--- src/verilog/fe_rx_pkg.sv ---
`default_nettype none

package fe_rx_pkg;

    // one 10b symbol, bit 9 is "a", the first bit on the line
    typedef union packed {
        logic [9:0] word;
        struct packed {
            logic [5:0] abcdei;
            logic [3:0] fghj;
        } sub;
    } sym_t;

    // control characters, as decoded bytes
    localparam logic [7:0] K28_5 = 8'hBC;
    localparam logic [7:0] K28_7 = 8'hFC;
    localparam logic [7:0] K28_3 = 8'h7C;

    // header in front of every stored word
    localparam logic [7:0] DATA_ID = 8'hE5;

    // output fifo sizing
    localparam int FIFO_DEPTH = 16;
    localparam int FIFO_AW    = 4;

    // consecutive commas before the link counts as locked
    localparam int LOCK_COMMAS = 4;

    localparam int CNT_W = 8;

endpackage

`default_nettype wire
--- src/verilog/rx_byte_if.sv ---
`timescale 1ns/1ps
`default_nettype none

// decoded byte stream, one byte per valid cycle, no back-pressure
interface rx_byte_if;
    logic       valid;
    logic [7:0] data;
    logic       is_k;
    logic       code_err;

    modport source (output valid, output data, output is_k, output code_err);

    modport sink (input valid, input data, input is_k, input code_err);

endinterface

`default_nettype wire

--- src/verilog/fe_rx_core.sv ---
`timescale 1ns/1ps
`default_nettype none

module fe_rx_core (
    input  wire        BUS_CLK,
    input  wire        arst_n,
    input  wire [9:0]  symbol,
    input  wire        symbol_valid,
    output wire        fifo_valid,
    input  wire        fifo_ready,
    output wire [31:0] fifo_data,
    output wire        rx_locked,
    input  wire [15:0] bus_add,
    input  wire [7:0]  bus_data_in,
    input  wire        bus_wr,
    input  wire        bus_rd,
    output wire [7:0]  bus_data_out
);
    import fe_rx_pkg::*;

    wire             soft_rst;
    wire             fifo_full;
    wire [FIFO_AW:0] fifo_level;
    wire [CNT_W-1:0] decoder_err_cnt;
    wire [CNT_W-1:0] disp_err_cnt;
    wire [CNT_W-1:0] lost_cnt;

    rx_byte_if byte_bus ();

    // decoder and monitor see the same symbol in parallel
    rx_symbol_decoder i_decoder (
        .BUS_CLK      (BUS_CLK),
        .arst_n       (arst_n),
        .soft_rst     (soft_rst),
        .symbol       (symbol),
        .symbol_valid (symbol_valid),
        .byte_out     (byte_bus.source)
    );

    rx_sync_monitor i_monitor (
        .BUS_CLK      (BUS_CLK),
        .arst_n       (arst_n),
        .soft_rst     (soft_rst),
        .symbol       (symbol),
        .symbol_valid (symbol_valid),
        .locked       (rx_locked),
        .disp_err_cnt (disp_err_cnt)
    );

    rx_word_assembler i_assembler (
        .BUS_CLK         (BUS_CLK),
        .arst_n          (arst_n),
        .soft_rst        (soft_rst),
        .byte_in         (byte_bus.sink),
        .locked          (rx_locked),
        .fifo_ready      (fifo_ready),
        .fifo_valid      (fifo_valid),
        .fifo_data       (fifo_data),
        .fifo_level      (fifo_level),
        .fifo_full       (fifo_full),
        .decoder_err_cnt (decoder_err_cnt),
        .lost_cnt        (lost_cnt)
    );

    rx_bus_regs i_regs (
        .BUS_CLK         (BUS_CLK),
        .arst_n          (arst_n),
        .bus_add         (bus_add),
        .bus_data_in     (bus_data_in),
        .bus_wr          (bus_wr),
        .bus_rd          (bus_rd),
        .bus_data_out    (bus_data_out),
        .soft_rst        (soft_rst),
        .locked          (rx_locked),
        .fifo_full       (fifo_full),
        .fifo_level      (fifo_level),
        .decoder_err_cnt (decoder_err_cnt),
        .disp_err_cnt    (disp_err_cnt),
        .lost_cnt        (lost_cnt)
    );

endmodule

`default_nettype wire

--- src/verilog/rx_bus_regs.sv ---
`timescale 1ns/1ps
`default_nettype none

module rx_bus_regs (
    input  wire                         BUS_CLK,
    input  wire                         arst_n,
    input  wire [15:0]                  bus_add,
    input  wire [7:0]                   bus_data_in,
    input  wire                         bus_wr,
    input  wire                         bus_rd,
    output logic [7:0]                  bus_data_out,
    output logic                        soft_rst,
    input  wire                         locked,
    input  wire                         fifo_full,
    input  wire [fe_rx_pkg::FIFO_AW:0]  fifo_level,
    input  wire [fe_rx_pkg::CNT_W-1:0]  decoder_err_cnt,
    input  wire [fe_rx_pkg::CNT_W-1:0]  disp_err_cnt,
    input  wire [fe_rx_pkg::CNT_W-1:0]  lost_cnt
);

    localparam logic [15:0] ADDR_RESET   = 16'd0;
    localparam logic [15:0] ADDR_STATUS  = 16'd1;
    localparam logic [15:0] ADDR_LEVEL   = 16'd2;
    localparam logic [15:0] ADDR_DEC_ERR = 16'd3;
    localparam logic [15:0] ADDR_DISP    = 16'd4;
    localparam logic [15:0] ADDR_LOST    = 16'd5;

    logic [7:0] rd_mux;

    always_comb begin
        case (bus_add)
            ADDR_STATUS:  rd_mux = {6'd0, fifo_full, locked};
            ADDR_LEVEL:   rd_mux = 8'(fifo_level);
            ADDR_DEC_ERR: rd_mux = 8'(decoder_err_cnt);
            ADDR_DISP:    rd_mux = 8'(disp_err_cnt);
            ADDR_LOST:    rd_mux = 8'(lost_cnt);
            default:      rd_mux = 8'd0;
        endcase
    end

    // any write to address 0 resets, the write data is ignored
    always_ff @(posedge BUS_CLK or negedge arst_n) begin
        if (!arst_n) begin
            soft_rst     <= 1'b0;
            bus_data_out <= 8'd0;
        end else begin
            soft_rst <= bus_wr && (bus_add == ADDR_RESET) && !soft_rst;
            if (bus_rd) begin
                bus_data_out <= rd_mux;
            end
        end
    end

    assert property (@(posedge BUS_CLK) disable iff (!arst_n)
        soft_rst |=> !soft_rst);

endmodule

`default_nettype wire

--- src/verilog/rx_word_assembler.sv ---
`timescale 1ns/1ps
`default_nettype none

module rx_word_assembler (
    input  wire                         BUS_CLK,
    input  wire                         arst_n,
    input  wire                         soft_rst,
    rx_byte_if.sink                     byte_in,
    input  wire                         locked,
    input  wire                         fifo_ready,
    output logic                        fifo_valid,
    output logic [31:0]                 fifo_data,
    output logic [fe_rx_pkg::FIFO_AW:0] fifo_level,
    output logic                        fifo_full,
    output logic [fe_rx_pkg::CNT_W-1:0] decoder_err_cnt,
    output logic [fe_rx_pkg::CNT_W-1:0] lost_cnt
);
    import fe_rx_pkg::*;

    logic [23:0]        mem [FIFO_DEPTH];
    logic [FIFO_AW-1:0] wr_ptr;
    logic [FIFO_AW-1:0] rd_ptr;
    logic               in_frame;
    logic [1:0]         byte_cnt;
    logic [15:0]        word_buf;
    logic               data_byte;
    logic               word_done;
    logic               wr_en;
    logic               rd_en;

    // payload byte inside an open frame
    assign data_byte = byte_in.valid && locked && in_frame && !byte_in.is_k
                       && !byte_in.code_err;
    assign word_done = data_byte && (byte_cnt == 2'd2);
    assign wr_en     = word_done && !fifo_full;
    assign rd_en     = fifo_valid && fifo_ready;

    assign fifo_full  = (fifo_level == (FIFO_AW + 1)'(FIFO_DEPTH));
    assign fifo_valid = (fifo_level != '0);
    assign fifo_data  = {DATA_ID, mem[rd_ptr]};

    always_ff @(posedge BUS_CLK or negedge arst_n) begin
        if (!arst_n) begin
            in_frame <= 1'b0;
            byte_cnt <= 2'd0;
        end else if (soft_rst) begin
            in_frame <= 1'b0;
            byte_cnt <= 2'd0;
        end else if (byte_in.valid) begin
            if (byte_in.code_err || !locked) begin
                in_frame <= 1'b0;
                byte_cnt <= 2'd0;
            end else if (byte_in.is_k) begin
                // SOF restarts, EOF drops a partial word, idles are skipped
                if ((byte_in.data == K28_7) || (byte_in.data == K28_3)) begin
                    in_frame <= (byte_in.data == K28_7);
                    byte_cnt <= 2'd0;
                end
            end else if (in_frame) begin
                byte_cnt <= (byte_cnt == 2'd2) ? 2'd0 : byte_cnt + 2'd1;
            end
        end
    end

    always_ff @(posedge BUS_CLK) begin
        if (data_byte) begin
            word_buf <= {word_buf[7:0], byte_in.data};
        end
        if (wr_en) begin
            mem[wr_ptr] <= {word_buf, byte_in.data};
        end
    end

    always_ff @(posedge BUS_CLK or negedge arst_n) begin
        if (!arst_n) begin
            wr_ptr          <= '0;
            rd_ptr          <= '0;
            fifo_level      <= '0;
            decoder_err_cnt <= '0;
            lost_cnt        <= '0;
        end else if (soft_rst) begin
            wr_ptr          <= '0;
            rd_ptr          <= '0;
            fifo_level      <= '0;
            decoder_err_cnt <= '0;
            lost_cnt        <= '0;
        end else begin
            wr_ptr     <= wr_ptr + FIFO_AW'(wr_en);
            rd_ptr     <= rd_ptr + FIFO_AW'(rd_en);
            fifo_level <= fifo_level + (FIFO_AW + 1)'(wr_en) - (FIFO_AW + 1)'(rd_en);
            if (byte_in.valid && byte_in.code_err && (decoder_err_cnt != '1)) begin
                decoder_err_cnt <= decoder_err_cnt + 1'b1;
            end
            // word dropped on overflow
            if (word_done && fifo_full && (lost_cnt != '1)) begin
                lost_cnt <= lost_cnt + 1'b1;
            end
        end
    end

    // level stays within the depth and agrees with the pointers
    assert property (@(posedge BUS_CLK) disable iff (!arst_n)
        (fifo_level <= (FIFO_AW + 1)'(FIFO_DEPTH))
        && (fifo_level[FIFO_AW-1:0] == wr_ptr - rd_ptr));

endmodule

`default_nettype wire

--- src/verilog/rx_sync_monitor.sv ---
`timescale 1ns/1ps
`default_nettype none

module rx_sync_monitor (
    input  wire                         BUS_CLK,
    input  wire                         arst_n,
    input  wire                         soft_rst,
    input  wire fe_rx_pkg::sym_t        symbol,
    input  wire                         symbol_valid,
    output logic                        locked,
    output logic [fe_rx_pkg::CNT_W-1:0] disp_err_cnt
);
    import fe_rx_pkg::*;

    localparam int CC_W = $clog2(LOCK_COMMAS);

    logic [2:0]      ones6;
    logic [2:0]      ones4;
    logic            rd;
    logic            rd_mid;
    logic            rd_next;
    logic            disp_err;
    logic            is_comma;
    logic [CC_W-1:0] comma_cnt;

    assign ones6 = 3'($countones(symbol.sub.abcdei));
    assign ones4 = 3'($countones(symbol.sub.fghj));

    // K28.5 in either disparity column
    assign is_comma = (symbol.word == 10'b0011111010) || (symbol.word == 10'b1100000101);

    // rd is 1 for positive running disparity
    always_comb begin
        disp_err = ((ones6 > 3'd3) && rd) || ((ones6 < 3'd3) && !rd);
        rd_mid   = (ones6 == 3'd3) ? rd : (ones6 > 3'd3);
        if (((ones4 > 3'd2) && rd_mid) || ((ones4 < 3'd2) && !rd_mid)) begin
            disp_err = 1'b1;
        end
        rd_next = (ones4 == 3'd2) ? rd_mid : (ones4 > 3'd2);
    end

    always_ff @(posedge BUS_CLK or negedge arst_n) begin
        if (!arst_n) begin
            rd           <= 1'b0;
            locked       <= 1'b0;
            comma_cnt    <= '0;
            disp_err_cnt <= '0;
        end else if (soft_rst) begin
            rd           <= 1'b0;
            locked       <= 1'b0;
            comma_cnt    <= '0;
            disp_err_cnt <= '0;
        end else if (symbol_valid) begin
            rd <= rd_next;
            if (disp_err) begin
                locked    <= 1'b0;
                comma_cnt <= '0;
                if (disp_err_cnt != '1) begin
                    disp_err_cnt <= disp_err_cnt + 1'b1;
                end
            end else if (!locked) begin
                if (!is_comma) begin
                    comma_cnt <= '0;
                end else if (comma_cnt == CC_W'(LOCK_COMMAS - 1)) begin
                    locked <= 1'b1;
                end else begin
                    comma_cnt <= comma_cnt + 1'b1;
                end
            end
        end
    end

    assert property (@(posedge BUS_CLK) disable iff (!arst_n)
        $rose(locked) |-> $past(symbol_valid && is_comma));

endmodule

`default_nettype wire

--- src/verilog/rx_symbol_decoder.sv ---
`timescale 1ns/1ps
`default_nettype none

module rx_symbol_decoder (
    input  wire               BUS_CLK,
    input  wire               arst_n,
    input  wire               soft_rst,
    input  wire fe_rx_pkg::sym_t symbol,
    input  wire               symbol_valid,
    rx_byte_if.source         byte_out
);

    logic [4:0] dec5;
    logic [2:0] dec3;
    logic [3:0] k_fghj;
    logic       k28;
    logic       err6;
    logic       err4;
    logic       bad_weight;

    assign k28 = (symbol.sub.abcdei == 6'b001111) || (symbol.sub.abcdei == 6'b110000);

    // fold the RD+ form of a K28 tail onto its RD- form
    assign k_fghj = symbol.sub.abcdei[0] ? symbol.sub.fghj : ~symbol.sub.fghj;

    // a legal symbol carries four to six ones
    assign bad_weight = ($countones(symbol.word) < 4) || ($countones(symbol.word) > 6);

    // 5b6b, both disparity columns
    always_comb begin
        err6 = 1'b0;
        case (symbol.sub.abcdei)
            6'b100111, 6'b011000: dec5 = 5'd0;
            6'b011101, 6'b100010: dec5 = 5'd1;
            6'b101101, 6'b010010: dec5 = 5'd2;
            6'b110001:            dec5 = 5'd3;
            6'b110101, 6'b001010: dec5 = 5'd4;
            6'b101001:            dec5 = 5'd5;
            6'b011001:            dec5 = 5'd6;
            6'b111000, 6'b000111: dec5 = 5'd7;
            6'b111001, 6'b000110: dec5 = 5'd8;
            6'b100101:            dec5 = 5'd9;
            6'b010101:            dec5 = 5'd10;
            6'b110100:            dec5 = 5'd11;
            6'b001101:            dec5 = 5'd12;
            6'b101100:            dec5 = 5'd13;
            6'b011100:            dec5 = 5'd14;
            6'b010111, 6'b101000: dec5 = 5'd15;
            6'b011011, 6'b100100: dec5 = 5'd16;
            6'b100011:            dec5 = 5'd17;
            6'b010011:            dec5 = 5'd18;
            6'b110010:            dec5 = 5'd19;
            6'b001011:            dec5 = 5'd20;
            6'b101010:            dec5 = 5'd21;
            6'b011010:            dec5 = 5'd22;
            6'b111010, 6'b000101: dec5 = 5'd23;
            6'b110011, 6'b001100: dec5 = 5'd24;
            6'b100110:            dec5 = 5'd25;
            6'b010110:            dec5 = 5'd26;
            6'b110110, 6'b001001: dec5 = 5'd27;
            6'b001110:            dec5 = 5'd28;
            6'b101110, 6'b010001: dec5 = 5'd29;
            6'b011110, 6'b100001: dec5 = 5'd30;
            6'b101011, 6'b010100: dec5 = 5'd31;
            default: begin
                dec5 = 5'd28;
                err6 = !k28;
            end
        endcase
    end

    // 3b4b, K28 tails use their own table
    always_comb begin
        err4 = 1'b0;
        dec3 = 3'd0;
        if (k28) begin
            case (k_fghj)
                4'b0100: dec3 = 3'd0;
                4'b1001: dec3 = 3'd1;
                4'b0101: dec3 = 3'd2;
                4'b0011: dec3 = 3'd3;
                4'b0010: dec3 = 3'd4;
                4'b1010: dec3 = 3'd5;
                4'b0110: dec3 = 3'd6;
                4'b1000: dec3 = 3'd7;
                default: err4 = 1'b1;
            endcase
        end else begin
            case (symbol.sub.fghj)
                4'b1011, 4'b0100: dec3 = 3'd0;
                4'b1001:          dec3 = 3'd1;
                4'b0101:          dec3 = 3'd2;
                4'b1100, 4'b0011: dec3 = 3'd3;
                4'b1101, 4'b0010: dec3 = 3'd4;
                4'b1010:          dec3 = 3'd5;
                4'b0110:          dec3 = 3'd6;
                4'b1110, 4'b0001: dec3 = 3'd7;
                4'b0111, 4'b1000: dec3 = 3'd7;
                default:          err4 = 1'b1;
            endcase
        end
    end

    always_ff @(posedge BUS_CLK or negedge arst_n) begin
        if (!arst_n) begin
            byte_out.valid    <= 1'b0;
            byte_out.code_err <= 1'b0;
        end else if (soft_rst) begin
            byte_out.valid    <= 1'b0;
            byte_out.code_err <= 1'b0;
        end else begin
            byte_out.valid    <= symbol_valid;
            byte_out.code_err <= symbol_valid && (err6 || err4 || bad_weight);
        end
    end

    always_ff @(posedge BUS_CLK) begin
        if (symbol_valid) begin
            byte_out.data <= {dec3, dec5};
            byte_out.is_k <= k28;
        end
    end

    assert property (@(posedge BUS_CLK) disable iff (!arst_n)
        byte_out.code_err |-> byte_out.valid);

endmodule

`default_nettype wire

--- config.mk ---
export PLATFORM = sky130hd
export DESIGN_NAME = fe_rx_core
export DESIGN_NICKNAME = d
export VERILOG_FILES = /design/src/verilog/fe_rx_pkg.sv /design/src/verilog/rx_byte_if.sv /design/src/verilog/fe_rx_core.sv /design/src/verilog/rx_bus_regs.sv /design/src/verilog/rx_word_assembler.sv /design/src/verilog/rx_sync_monitor.sv /design/src/verilog/rx_symbol_decoder.sv
export SDC_FILE = /design/constraint.sdc
export NUM_CORES = 1
export LEC_CHECK = 0
export BUFFER_PORTS_ARGS = -buffer_cell sky130_fd_sc_hd__buf_2
export CAP_MARGIN = 10
export CORE_MARGIN = 5
export CORE_UTILIZATION = 50
export CTS_CLUSTER_SIZE = 20
export DETAILED_ROUTE_END_ITERATION = 10
export GPL_ROUTABILITY_DRIVEN = 0
export PLACE_DENSITY = 0.75
export SKIP_LAST_GASP = 1
export SLEW_MARGIN = 5
export SYNTH_ARGS = -nofsm -noshare
export SYNTH_HDL_FRONTEND = slang
export SYNTH_SLANG_ARGS = --single-unit
export TNS_END_PERCENT = 1
--- constraint.sdc ---
create_clock -name BUS_CLK -period 3.65 [get_ports BUS_CLK]
set_clock_uncertainty 0.2 [all_clocks]
set_input_delay 0 -clock BUS_CLK [delete_from_list [all_inputs] [get_ports BUS_CLK]]
set_output_delay 0 -clock BUS_CLK [all_outputs]
set_load 0.02 [all_outputs]
After elaboration in Yosys (flattened, before gate mapping)
Memories as Yosys holds them, arrays and structs flattened.
Index checks and enable logic that the tools add are counted.
W data, S select, Z words.
{ "classes": {"addsub": 19, "magnitude_cmp": 6, "eq_ne": 90, "muxes": 54, "bitwise": 1, "reduce_logical": 70} }
{ "op_table": {"columns": ["op", "count"], "rows": [
  ["$pmux W5 S31", 1],
  ["$eq A6 B6 Y1 const B", 24],
  ["$add A32 B32 Y32", 3],
  ["$eq A6 B5 Y1 const B", 14],
  ["$mux W8", 8],
  ["$reduce_or A46 Y1", 1],
  ["$eq A6 B4 Y1 const B", 7],
  ["$pmux W3 S7", 2],
  ["$eq A4 B4 Y1 const B", 10],
  ["$pmux W8 S5", 1],
  ["$eq A16 B2 Y1 const B", 2],
  ["$eq A16 B3 Y1 const B", 2],
  ["$gt A32 B4 Y1 const B", 1],
  ["$lt A32 B4 Y1 const B", 1],
  ["$reduce_or A2 Y1", 16],
  ["$eq A4 B3 Y1 const B", 7],
  ["$mux W2", 13],
  ["$add A8 B1 Y8 const B", 3],
  ["$mux W1", 24],
  ["$ne A8 B8 Y1 const B", 3],
  ["$eq A6 B3 Y1 const B", 3],
  ["$logic_and A1 B1 Y1", 18],
  ["$eq A16 B1 Y1 const B", 1],
  ["$eq A4 B2 Y1 const B", 4],
  ["35 further kinds", 71]
]} }
{ "totals": {"reg_bits": 80, "mem_bits_rw": 384, "out_inout_bits": 42, "word_cells": 259, "mem_count": 1} }
{ "mem_list": {"columns": ["name", "depth", "width", "read_ports", "rd_clocked_by_memory_dff", "wr", "line_no", "source"], "rows": [
  ["i_assembler.mem", 16, 24, 1, 0, 1, "rx_word_assembler.sv:20", "logic [23:0] mem [FIFO_DEPTH];"]
]} }

Depth between registers and ports, before layout
Gate-level depths: netlist of run 1.
{ "logic_depth": {"ltp_word": 12, "depth_mapped": 13, "depth_no_buf": 13} }

Hierarchy
From an unflattened synthesis of run 1, not the netlist that was laid out.
{ "unflattened": {"hier_cells": 1183, "area_unflattened_um2": 20065.5} }
{ "by_module_without_submodules": {"columns": ["module", "n_inst", "cells_each", "area_per_inst_um2"], "rows": [
  ["rx_word_assembler", 1, 827, 16794.9],
  ["rx_symbol_decoder", 1, 178, 1495.2],
  ["rx_sync_monitor", 1, 103, 1014.7],
  ["rx_bus_regs", 1, 75, 760.7]
]} }

Least setup slack after synthesis of run 1
OpenSTA, ideal clock, no wires.
{ "synth_path": {"path_type": "reg2reg", "from": "reg i_monitor.locked", "to": "mem i_assembler.mem[0][0] (enable)", "setup_ps": 435, "arrival_time_ps": 3413, "required_time_ps": 3015, "setup_slack_ps": -398, "stages_incl_launch_ff": 6, "n_path_buf": 0, "synth_period_minus_slack_ps": 4048, "path_cell_list": "dfrtp_1 nand3b_1 or4b_1 nand2b_1 or3_1 nor3_1"} }
{ "synth_between": {"elab_chain_len": 8} }
{ "synth_lines": {"columns": ["item", "line_no", "source"], "rows": [
  ["start, declared", "rx_sync_monitor.sv:10", "output logic locked,"],
  ["start signal, assigned", "rx_sync_monitor.sv:45", "locked <= 1'b0;"],
  ["start signal, assigned", "rx_sync_monitor.sv:50", "locked <= 1'b0;"],
  ["start signal, assigned", "rx_sync_monitor.sv:56", "locked <= 1'b0;"],
  ["$logic_and A1 B1 Y1 (3 in a row)", "rx_word_assembler.sv:32", "assign data_byte = byte_in.valid && locked && in_frame && !byte_in.is_k"],
  ["$logic_and A1 B1 Y1", "rx_word_assembler.sv:33", "&& !byte_in.code_err;"],
  ["$logic_and A1 B1 Y1", "rx_word_assembler.sv:34", "assign word_done = data_byte && (byte_cnt == 2'd2);"],
  ["$logic_and A1 B1 Y1", "rx_word_assembler.sv:35", "assign wr_en = word_done && !fifo_full;"],
  ["$mux W1", "rx_word_assembler.sv:69", "if (wr_en) begin"],
  ["$mux W1 (not written as such)", "rx_word_assembler.sv:70", "mem[wr_ptr] <= {word_buf, byte_in.data};"],
  ["end, declared", "rx_word_assembler.sv:20", null]
]} }
No other way between the ends.

Final worst setup path of run 1
{ "layout_path": {"from": "in symbol[7]", "to": "reg i_decoder.byte_out.code_err"} }
{ "layout_between": {"elab_chain_len": 9, "word_cells_on_any_way": 64, "classes_between": "add/sub: 4; order compare: 2; eq/ne: 48; mux: 3; reduce/logical: 7"} }
{ "layout_lines": {"columns": ["item", "line_no", "source"], "rows": [
  ["start, declared", "fe_rx_core.sv:7", "input wire [9:0] symbol,"],
  ["$add A1 B1 Y2 (not written as such)", "rx_symbol_decoder.sv:27", "assign bad_weight = ($countones(symbol.word) < 4) || ($countones(symbol.word) > 6);"],
  ["$add A2 B2 Y3", null, null],
  ["$add A32 B32 Y32 (not written as such) (2 in a row)", "rx_symbol_decoder.sv:27", null],
  ["$lt A32 B4 Y1 or $gt A32 B4 Y1 (tied branches)", "rx_symbol_decoder.sv:27", null],
  ["$logic_or A1 B1 Y1", "rx_symbol_decoder.sv:27", null],
  ["$logic_or A1 B1 Y1 *", "rx_symbol_decoder.sv:113", "byte_out.code_err <= symbol_valid && (err6 || err4 || bad_weight);"],
  ["$logic_and A1 B1 Y1 *", "rx_symbol_decoder.sv:113", null],
  ["$mux W1 *", "rx_symbol_decoder.sv:108", "end else if (soft_rst) begin"],
  ["end signal, assigned", "rx_symbol_decoder.sv:113", null],
  ["end, declared", "rx_byte_if.sv:11", "modport source (output valid, output data, output is_k, output code_err);"]
]} }
Mark *: on every way between the ends. The rest lies on a longest branch, timed or not.
A chain may end at the register's enable or synchronous reset.

==> reports/qor.log, run 1 <==
qor: outcome.run_status finished clean
qor: detailed_routing.met2RoutedLength 22.7 mm
qor: critical_path.crit_path_top_delay_cell sky130_fd_sc_hd__fa_1
qor: finish.area_growth 15.7%
qor: synth.synth_top_cell_area_share 62.0%
qor: finish.nets_final 1,416
qor: timing.worst_slew_margin_rel 34.6%
qor: floorplan.coreArea 0.0389 sq mm
qor: clock_tree.clock_sink_count 464
qor: timing.setup_repair_after_global_routing_missed_its_margin yes
qor: synth.number_of_flip_flops_and_latches_in_the_synthesized_netlist 464
qor: global_route.grt_remaining_overflow 0
qor: critical_path.crit_path_end i_decoder.byte_out.code_err$_DFF_PN0_
qor: critical_path.crit_path_buf_inv_count 3
qor: timing.fin_crit 3.50 ns
qor: critical_path.crit_path_cell_trace dlygate4sd3_1 -> buf_2 -> fa_1 -> ha_1 -> ha_1 -> fa_1 -> ha_1 -> inv_1 -> fa_1 -> a2111oi_2 -> a21oi_1 -> a211oi_2 -> nand4_1 -> and3_1
qor: critical_path.setup.worst_path.start_class input port
qor: critical_path.timing.critical_path.from symbol[7]
qor: global_route.largest_net_degree_at_the_start_of_global_routing 42
qor: synth.netlist_area_pre_place 0.0198 sq mm
qor: placement.placement.io_buffers 65
qor: finish.final-instance-count-excl-fill 1,880
qor: timing.final-hold-violation-count 0
qor: placement.numPlacedInstances 1,773
qor: power_and_ir_drop.power_leakage 8.03 nW
qor: clock_tree.h_tree_lvl_count 2
qor: clock_tree.cts-buffers-inserted 46
qor: timing.drv_slew 0
qor: hold_path.hold_path_startpoint symbol[1]
qor: floorplan.placementRows 72
qor: timing.transition_time_of_the_tightest_slew_check_pin 0.981 ns
qor: synth.avg_inst_size_synth 16.8 sq um
qor: timing.period_share 96.0%
qor: clock_tree.worst_skew_late_latency 0.54 ns
qor: power_and_ir_drop.cellInternalPower 10.6 mW
qor: power_and_ir_drop.peakVddDrop 0.340 mV
qor: synth.synth_flop_cell sky130_fd_sc_hd__edfxtp_1
qor: placement.place_hpwl 26.1 mm
qor: global_route.first_global_vias 11,658
qor: finish.num_antenna_cells 0
qor: detailed_routing.highest_layer met4
qor: power_and_ir_drop.power_switching 4.35 mW
qor: detailed_routing.dr_wl_met3 3.25 mm
qor: power_and_ir_drop.power.switching_fraction 29.1%
qor: floorplan.dieArea 0.0437 sq mm
qor: power_and_ir_drop.share_clk_of_total_power 31.2%
qor: synth.netlist.top_cell.by_area sky130_fd_sc_hd__edfxtp_1
qor: floorplan.chipWidth 209 microns
qor: critical_path.critPathRequiredTime 3.88 ns
qor: detailed_routing.first_pass_iters 6
qor: critical_path.setup.worst_path.end_class flop
qor: detailed_routing.met1Wirelength 16.5 mm
qor: timing.timing.fmax 285 MHz
qor: detailed_routing.postRouteWirelength 43.4 mm
qor: power_and_ir_drop.fin_total_pwr 14.9 mW
qor: synth.asyncSetResetFlopFracSynth 11.9%
qor: power_and_ir_drop.sequentialPowerShare 42.3%
qor: detailed_routing.drt-wirelength-per-cell 23.1 microns
qor: critical_path.crit_path_max_incr_delay 0.54 ns
qor: synth.yosys_warning_total 0
qor: critical_path.worstRegToRegCells 13
qor: timing.setup-violations-final 0
qor: detailed_routing.route.detailed.vias_per_inst 6.07
qor: critical_path.timing.rr.end i_assembler.fifo_level[4]$_DFF_PN0_
qor: synth.synth_edf_count 409
qor: global_route.number_of_antenna_violations_at_the_first_check_in_global_routing 0
qor: hold_path.whs_path_depth 6
qor: synth.synth_cell_type_count 66
qor: detailed_routing.drt_first_iter_violations 1,155
qor: finish.final_design_area_no_fill 0.0229 sq mm
qor: clock_tree.clock-root-buffer sky130_fd_sc_hd__clkbuf_16
qor: placement.post_dp_cell_area 0.0211 sq mm
qor: clock_tree.post_cts_buffers 0
qor: synth.synthCells 1,181
qor: clock_tree.clkSlewWorstSetupHoldPaths 0.06 ns
qor: finish.final_core_util 58.8%
qor: critical_path.critPathTopFamily adder cells
qor: critical_path.worst_ep_arrival_time 3.74 ns
qor: synth.ys_top_cells_by_area sky130_fd_sc_hd__edfxtp_1 (62%), sky130_fd_sc_hd__mux4_2 (11%), sky130_fd_sc_hd__dfrtp_1 (7.0%)
qor: job.drv.max_cap_violation_count 0
qor: critical_path.regToRegSetupSlack 0.54 ns
qor: clock_tree.clock_tree.buffer_depth 3
qor: floorplan.pin_count 82
qor: critical_path.worstReg2RegStart i_assembler.fifo_level[3]$_DFF_PN0_
qor: detailed_routing.drt.antenna.violating_nets 0
qor: floorplan.start_util 50.9%
qor: floorplan.die_h 209 microns
qor: global_route.global_route.usage.total 19.9%
qor: critical_path.setup.worst_path.class input port to flop
qor: power_and_ir_drop.p_comb_share 26.6%
qor: critical_path.number_of_logic_stages_on_the_critical_path_including_buffering 14
qor: detailed_routing.drt_drc_violations_left 0
qor: power_and_ir_drop.cellPowerDensity 652 mW/mm^2
qor: detailed_routing.detailroute.via_count 11,407
qor: synth.synth.yosys.seq_area_share 69.0%
qor: global_route.grt_pass1_wl 67.9 mm
qor: hold_path.worstHoldPathType input port to flop
qor: clock_tree.tritoncts_clock_tree done
qor: critical_path.critical_path.max_fanout 2
qor: finish.drive_above_1_share 23.7%
[cells in the final DEF (no fill, tap or decap), types with 16 or more instances in the layout]
| master | n |
|---|---|
| sky130_fd_sc_hd__inv_1 | 34 |
| sky130_fd_sc_hd__clkbuf_16 | 46 |
| sky130_fd_sc_hd__edfxtp_1 | 409 |
| sky130_fd_sc_hd__nand2_1 | 62 |
| sky130_fd_sc_hd__dlygate4sd3_1 | 28 |
| sky130_fd_sc_hd__buf_2 | 65 |
| sky130_fd_sc_hd__nor2_1 | 59 |
| sky130_fd_sc_hd__a21oi_1 | 39 |
| sky130_fd_sc_hd__mux4_2 | 96 |
| sky130_fd_sc_hd__buf_4 | 54 |
| sky130_fd_sc_hd__ha_1 | 37 |
| sky130_fd_sc_hd__dfrtp_1 | 52 |
| sky130_fd_sc_hd__nand2b_1 | 16 |
| sky130_fd_sc_hd__o22ai_1 | 18 |
| sky130_fd_sc_hd__mux2i_1 | 36 |
| sky130_fd_sc_hd__nand3_1 | 16 |
| sky130_fd_sc_hd__o21ai_0 | 41 |
[worst min-delay path by stage]
stage / end
floorplan: i_assembler.byte_cnt[0]$_DFFE_PN0P_
global placement: i_monitor.rd$_DFFE_PN0P_
detailed placement: i_monitor.rd$_DFFE_PN0P_
CTS: i_decoder.byte_out.data[6]$_DFFE_PP_
global route: i_decoder.byte_out.data[6]$_DFFE_PP_
finish: i_decoder.byte_out.data[6]$_DFFE_PP_
[sequential cells by signal, summed over array words and instances (netlist names)]
register	cells
i_assembler.fifo_level	5
i_monitor.disp_err_cnt	8
i_assembler.word_buf	16
i_monitor.locked	1
i_monitor.rd	1
i_assembler.rd_ptr	4
i_decoder.byte_out.valid	1
i_decoder.byte_out.is_k	1
i_assembler.mem	384
i_assembler.wr_ptr	4
i_assembler.in_frame	1
i_assembler.byte_cnt	2
i_decoder.byte_out.code_err	1
i_decoder.byte_out.data	8
i_assembler.decoder_err_cnt	8
i_assembler.lost_cnt	8
i_monitor.comma_cnt	2
i_regs.bus_data_out	8
i_regs.soft_rst	1
[area by class of cell]
cell class                      instances  area, sq um
Clock buffer                           54         1190
Clock inverter                         24          292
Fill cell                            2859        16000
Inverter                               34          128
Multi-Input combinational cell        633         5840
Sequential cell                       464        13700
Tap cell                              518          648
Timing Repair Buffer                  153         1130
[stage by stage]
step	setup slack, ns	hold WS (ns)	TNS [ns]
after detailed placement	-0.0750	-0.139	-0.0750
after floorplan	-0.256	-0.496	-16.10
after global placement	0.0564	-0.143	0
final	0.146	0.0142	0
after global routing	-0.0391	0.0691	-0.100
after CTS	0.0221	0.00836	0
[cells by family after synthesis]
logic type | Yosys count | share of synthesized area [%]
buffers and inverters | 90 | 1.97
AOI/OAI and AO/OA | 168 | 5.46
DFF | 464 | 69.0
adders and majority gates | 44 | 3.05
and+or+nand+nor | 253 | 6.40
xor gates and xnor gates | 19 | 0.841
muxes | 141 | 13.3
other | 2 | 0.0379
[what timing repair did]
| action | CTS | global route |
|---|---|---|
| gates resized for setup | 0 | 5 |
| endpoints found under the hold margin | 87 | 0 |
| endpoints found under the setup margin | 0 | 3 |
| hold buffers | 29 | 0 |
[cell usage after synthesis (all sizes together) (6+ instances only)]
| library cell | instances |
|---|---|
| edfxtp | 409 |
| and3 | 7 |
| ha | 37 |
| nor3 | 17 |
| a22oi | 10 |
| mux4 | 96 |
| mux2 | 9 |
| nor4 | 6 |
| a21o | 7 |
| nand4 | 11 |
| xnor2 | 8 |
| inv | 34 |
| nand2 | 63 |
| nor2 | 71 |
| o21ai | 42 |
| fa | 7 |
| mux2i | 36 |
| a221oi | 8 |
| a21oi | 39 |
| nand3 | 16 |
| clkbuf | 31 |
| nand2b | 16 |
| xor2 | 11 |
| o22ai | 18 |
| dfrtp | 55 |
| nor2b | 13 |
| buf | 25 |
[metal layers]
metal | vias to the layer above | GRT usage, %
met2 | 551 | 35.1
met4 | 0 | 4.79
met3 | 96 | 3.06
met1 | 5796 | 26.5
met5 | - | 0
li1 | 4964 | -
[power groups by stage]
stage	sequential, mW	combinational (mW)	clock, mW
after floorplan	6.14	3.02	0
after global placement	6.42	3.87	0
after detailed placement	6.43	3.95	0
after CTS	6.32	4.02	4.73
after global routing	6.35	4.29	5.00
final	6.32	3.97	4.65
[worst register-to-register path, cell delays in order, from the launching register on]
cell	delay, ns
sky130_fd_sc_hd__dfrtp_1	0.41
sky130_fd_sc_hd__inv_1	0.10
sky130_fd_sc_hd__ha_1	0.14
sky130_fd_sc_hd__nor3b_1	0.26
sky130_fd_sc_hd__nand2b_1	0.10
sky130_fd_sc_hd__and2_1	0.19
sky130_fd_sc_hd__ha_1	0.28
sky130_fd_sc_hd__inv_1	0.04
sky130_fd_sc_hd__ha_1	0.21
sky130_fd_sc_hd__fa_1	0.42
sky130_fd_sc_hd__a21oi_1	0.16
sky130_fd_sc_hd__nor2_1	0.06
sky130_fd_sc_hd__or3_1	0.34
sky130_fd_sc_hd__a21oi_1	0.14
Power figures use the tool's default switching activity.
==> run 2: changes to the inputs <==
--- a/config.mk
+++ b/config.mk
@@ -9,6 +9,7 @@
 export CAP_MARGIN = 10
 export CORE_MARGIN = 5
 export CORE_UTILIZATION = 50
+export CTS_BUF_LIST = sky130_fd_sc_hd__clkbuf_4
 export CTS_CLUSTER_SIZE = 20
 export DETAILED_ROUTE_END_ITERATION = 10
 export GPL_ROUTABILITY_DRIVEN = 0
==> reports/qor.log, run 2 (synthesis gave the netlist of run 1 again) <==
qor: critical_path.crit_path_cell_trace dlygate4sd3_1 -> buf_2 -> inv_1 -> ha_1 -> ha_1 -> fa_1 -> fa_1 -> ha_1 -> inv_1 -> fa_1 -> a2111oi_0 -> a21oi_1 -> a211oi_2 -> o311ai_0 -> and3_1
qor: timing.setup_repair_after_global_routing_missed_its_margin yes
qor: timing.final.setup.worst_slack 0.154 ns [+0.00832 ns]
qor: detailed_routing.first_pass_iters 6 [unchanged]
qor: power_and_ir_drop.cellInternalPower 9.89 mW [-6.6%]
qor: critical_path.worstRegToRegCells 13 [unchanged]
qor: clock_tree.clkSlewWorstSetupHoldPaths 0.07 ns [about the same]
qor: global_route.global_route.usage.total 19.5% [-0.40 points]
qor: critical_path.setup.worst_path.class input port to flop
qor: floorplan.start_util 50.9% [unchanged]
qor: clock_tree.worst_skew_late_latency 0.76 ns [+0.22 ns]
qor: detailed_routing.drt_first_iter_violations 1,213 [+5.0%]
qor: critical_path.critPathRequiredTime 4.10 ns [+0.22 ns]
qor: clock_tree.h_tree_lvl_count 3 [+1]
qor: clock_tree.clock-root-buffer sky130_fd_sc_hd__clkbuf_4
qor: global_route.first_global_vias 12,153 [+4.2%]
qor: power_and_ir_drop.power_leakage 8.19 nW [+2.0%]
qor: critical_path.regToRegSetupSlack 0.53 ns [about the same]
qor: critical_path.crit_path_end i_decoder.byte_out.code_err$_DFF_PN0_
qor: timing.holdWs 0.0949 ns [+0.0808 ns]
qor: critical_path.timing.rr.end i_assembler.fifo_level[4]$_DFF_PN0_
qor: clock_tree.post_cts_buffers 0 [unchanged]
qor: critical_path.crit_path_top_delay_cell sky130_fd_sc_hd__dlygate4sd3_1
qor: timing.setup-violations-final 0 [unchanged]
qor: placement.post_dp_cell_area 0.0211 sq mm [unchanged]
qor: floorplan.chipWidth 209 microns [unchanged]
qor: timing.period_share 95.8% [-0.23 points]
qor: power_and_ir_drop.fin_total_pwr 14.2 mW [-4.8%]
qor: clock_tree.clock_sink_count 464 [unchanged]
qor: critical_path.critical_path.max_fanout 4 [+2]
qor: finish.largest_register_ff_count 384 [unchanged]
qor: power_and_ir_drop.power.switching_fraction 30.4% [+1.3 points]
qor: detailed_routing.detailroute.via_count 11,692 [+2.5%]
qor: finish.area_growth 15.9%
qor: finish.commonest_non_fill_non_tap_cells_in_the_layout sky130_fd_sc_hd__edfxtp_1 (409), sky130_fd_sc_hd__clkbuf_4 (158), sky130_fd_sc_hd__mux4_2 (96), sky130_fd_sc_hd__buf_2 (65), sky130_fd_sc_hd__nand2_1 (62)
qor: floorplan.coreArea 0.0389 sq mm [unchanged]
qor: floorplan.placementRows 72 [unchanged]
qor: finish.final_design_area_no_fill 0.0229 sq mm [+0.21%]
qor: placement.placement.io_buffers 65 [unchanged]
qor: detailed_routing.route.detailed.vias_per_inst 5.81 [-4.2%]
qor: detailed_routing.drt_drc_violations_left 0 [unchanged]
qor: critical_path.crit_path_max_incr_delay 0.55 ns [about the same]
qor: job.drv.max_cap_violation_count 0 [unchanged]
qor: detailed_routing.drt-wirelength-per-cell 21.1 microns [-8.9%]
qor: finish.nets_final 1,500 [+5.9%]
qor: critical_path.setup.worst_path.end_class flop
qor: detailed_routing.drt.antenna.violating_nets 0 [unchanged]
qor: critical_path.setup.worst_path.start_class input port
qor: finish.top_regs i_assembler.mem: 384 flops, i_assembler.word_buf: 16 flops
qor: timing.worst_slew_margin_rel 32.8% [-1.8 points]
qor: clock_tree.tritoncts_clock_tree done
qor: floorplan.die_h 209 microns [unchanged]
qor: hold_path.worstHoldPathType input port to asynchronous set/reset pin
qor: timing.timing.fmax 286 MHz [+0.24%]
qor: outcome.run_status finished clean
qor: global_route.largest_net_degree_at_the_start_of_global_routing 42 [unchanged]
qor: timing.drv_slew 0 [unchanged]
qor: power_and_ir_drop.cellPowerDensity 620 mW/mm^2 [-5.0%]
qor: detailed_routing.postRouteWirelength 42.4 mm [-2.5%]
qor: placement.dpl_worst_slack -0.0750 ns [unchanged]
qor: clock_tree.clock_tree.buffer_depth 3 [unchanged]
qor: power_and_ir_drop.share_clk_of_total_power 27.8% [-3.4 points]
qor: floorplan.dieArea 0.0437 sq mm [unchanged]
qor: finish.final_core_util 59.0% [+0.12 points]
qor: clock_tree.cts-buffers-inserted 111 [+140%]
qor: critical_path.worstReg2RegStart i_assembler.fifo_level[3]$_DFF_PN0_
qor: floorplan.pin_count 82 [unchanged]
qor: placement.place_hpwl 26.1 mm [unchanged]
qor: power_and_ir_drop.power_switching 4.32 mW [-0.56%]
qor: finish.final-instance-count-excl-fill 2,012 [+7.0%]
qor: placement.numPlacedInstances 1,773 [unchanged]
qor: power_and_ir_drop.peakVddDrop 0.282 mV [-17%]
qor: critical_path.worst_ep_arrival_time 3.94 ns [+0.20 ns]
qor: timing.setup-tns-final 0 ns [unchanged]
qor: global_route.number_of_antenna_violations_at_the_first_check_in_global_routing 2 [+2]
qor: power_and_ir_drop.sequentialPowerShare 44.4% [+2.1 points]
qor: power_and_ir_drop.p_comb_share 27.8% [+1.2 points]
qor: timing.transition_time_of_the_tightest_slew_check_pin 1.01 ns [+0.0267 ns]
qor: timing.fin_crit 3.50 ns [-0.00832 ns]
qor: finish.layout.cells.most_common sky130_fd_sc_hd__edfxtp_1
qor: timing.final-hold-violation-count 0 [unchanged]
qor: finish.drive_above_1_share 28.3% [+4.5 points]
qor: critical_path.timing.critical_path.from symbol[0]
qor: global_route.grt_remaining_overflow 0 [unchanged]
qor: finish.largest_register_by_flop_count i_assembler.mem
qor: finish.fillCellCount 2,917 [+2.0%]
qor: global_route.grt_pass1_wl 66.8 mm [-1.6%]
## run 2: worst min path at each step
stage | endpoint | slack, ns | start | cells past startpoint
final | i_monitor.rd$_DFFE_PN0P_ | 0.09 | arst_n | 4
after global routing | i_monitor.rd$_DFFE_PN0P_ | 0.05 | arst_n | 4
after CTS | i_regs.bus_data_out[2]$_DFFE_PN0P_ | 0.04 | bus_rd | 4
after detailed placement | i_monitor.rd$_DFFE_PN0P_ | -0.14 | arst_n | 1
after global placement | i_monitor.rd$_DFFE_PN0P_ | -0.14 | arst_n | 1
after floorplan | i_assembler.byte_cnt[0]$_DFFE_PN0P_ | -0.50 | arst_n | 0
## run 2: final cells by class
cell class | count | area (sq um) | area share, %
clock buffer | 158 | 1190 | 5.17
antenna | 4 | 10.0 | 0.0436
sequential | 464 | 13700 | 59.6
timing repair buffer | 172 | 1320 | 5.76
clock inverter | 29 | 153 | 0.665
tap | 518 | 648 | 2.82
multi-input combinational | 633 | 5830 | 25.4
inverter | 34 | 128 | 0.556
## run 2: repair_timing
action | 4_1_cts | 5_1_grt
resized for setup | 0 | 1
setup endpoints to repair | 0 | 3
hold endpoints to repair | 102 | 4
hold buffers | 46 | 3
## run 2: power by group through the flow
stage                     Sequential [mW]  Combinational, mW  Clock [mW]
after floorplan                      6.14               3.02           0
after global placement               6.42               3.87           0
after detailed placement             6.43               3.95           0
after CTS                            6.33               4.01        4.05
after global routing                 6.35               4.27        4.39
final                                6.32               3.95        3.95
## run 2: critical path: cells and delay by family
kind	cells	cell delay, ns
adders and majority gates	6	2.10
AOI/OAI and AO/OA	4	0.91
buffers and inverters	4	0.78
and+or+nand+nor	1	0.17
## run 2: routing by layer
metal  wire [microns]  GRT usage, %  share of wire (%)
met3             3190          4.56                7.5
met1            16200          25.3                 38
met4              789          5.90                1.9
met5                0             0                  0
met2            22200          33.3                 52
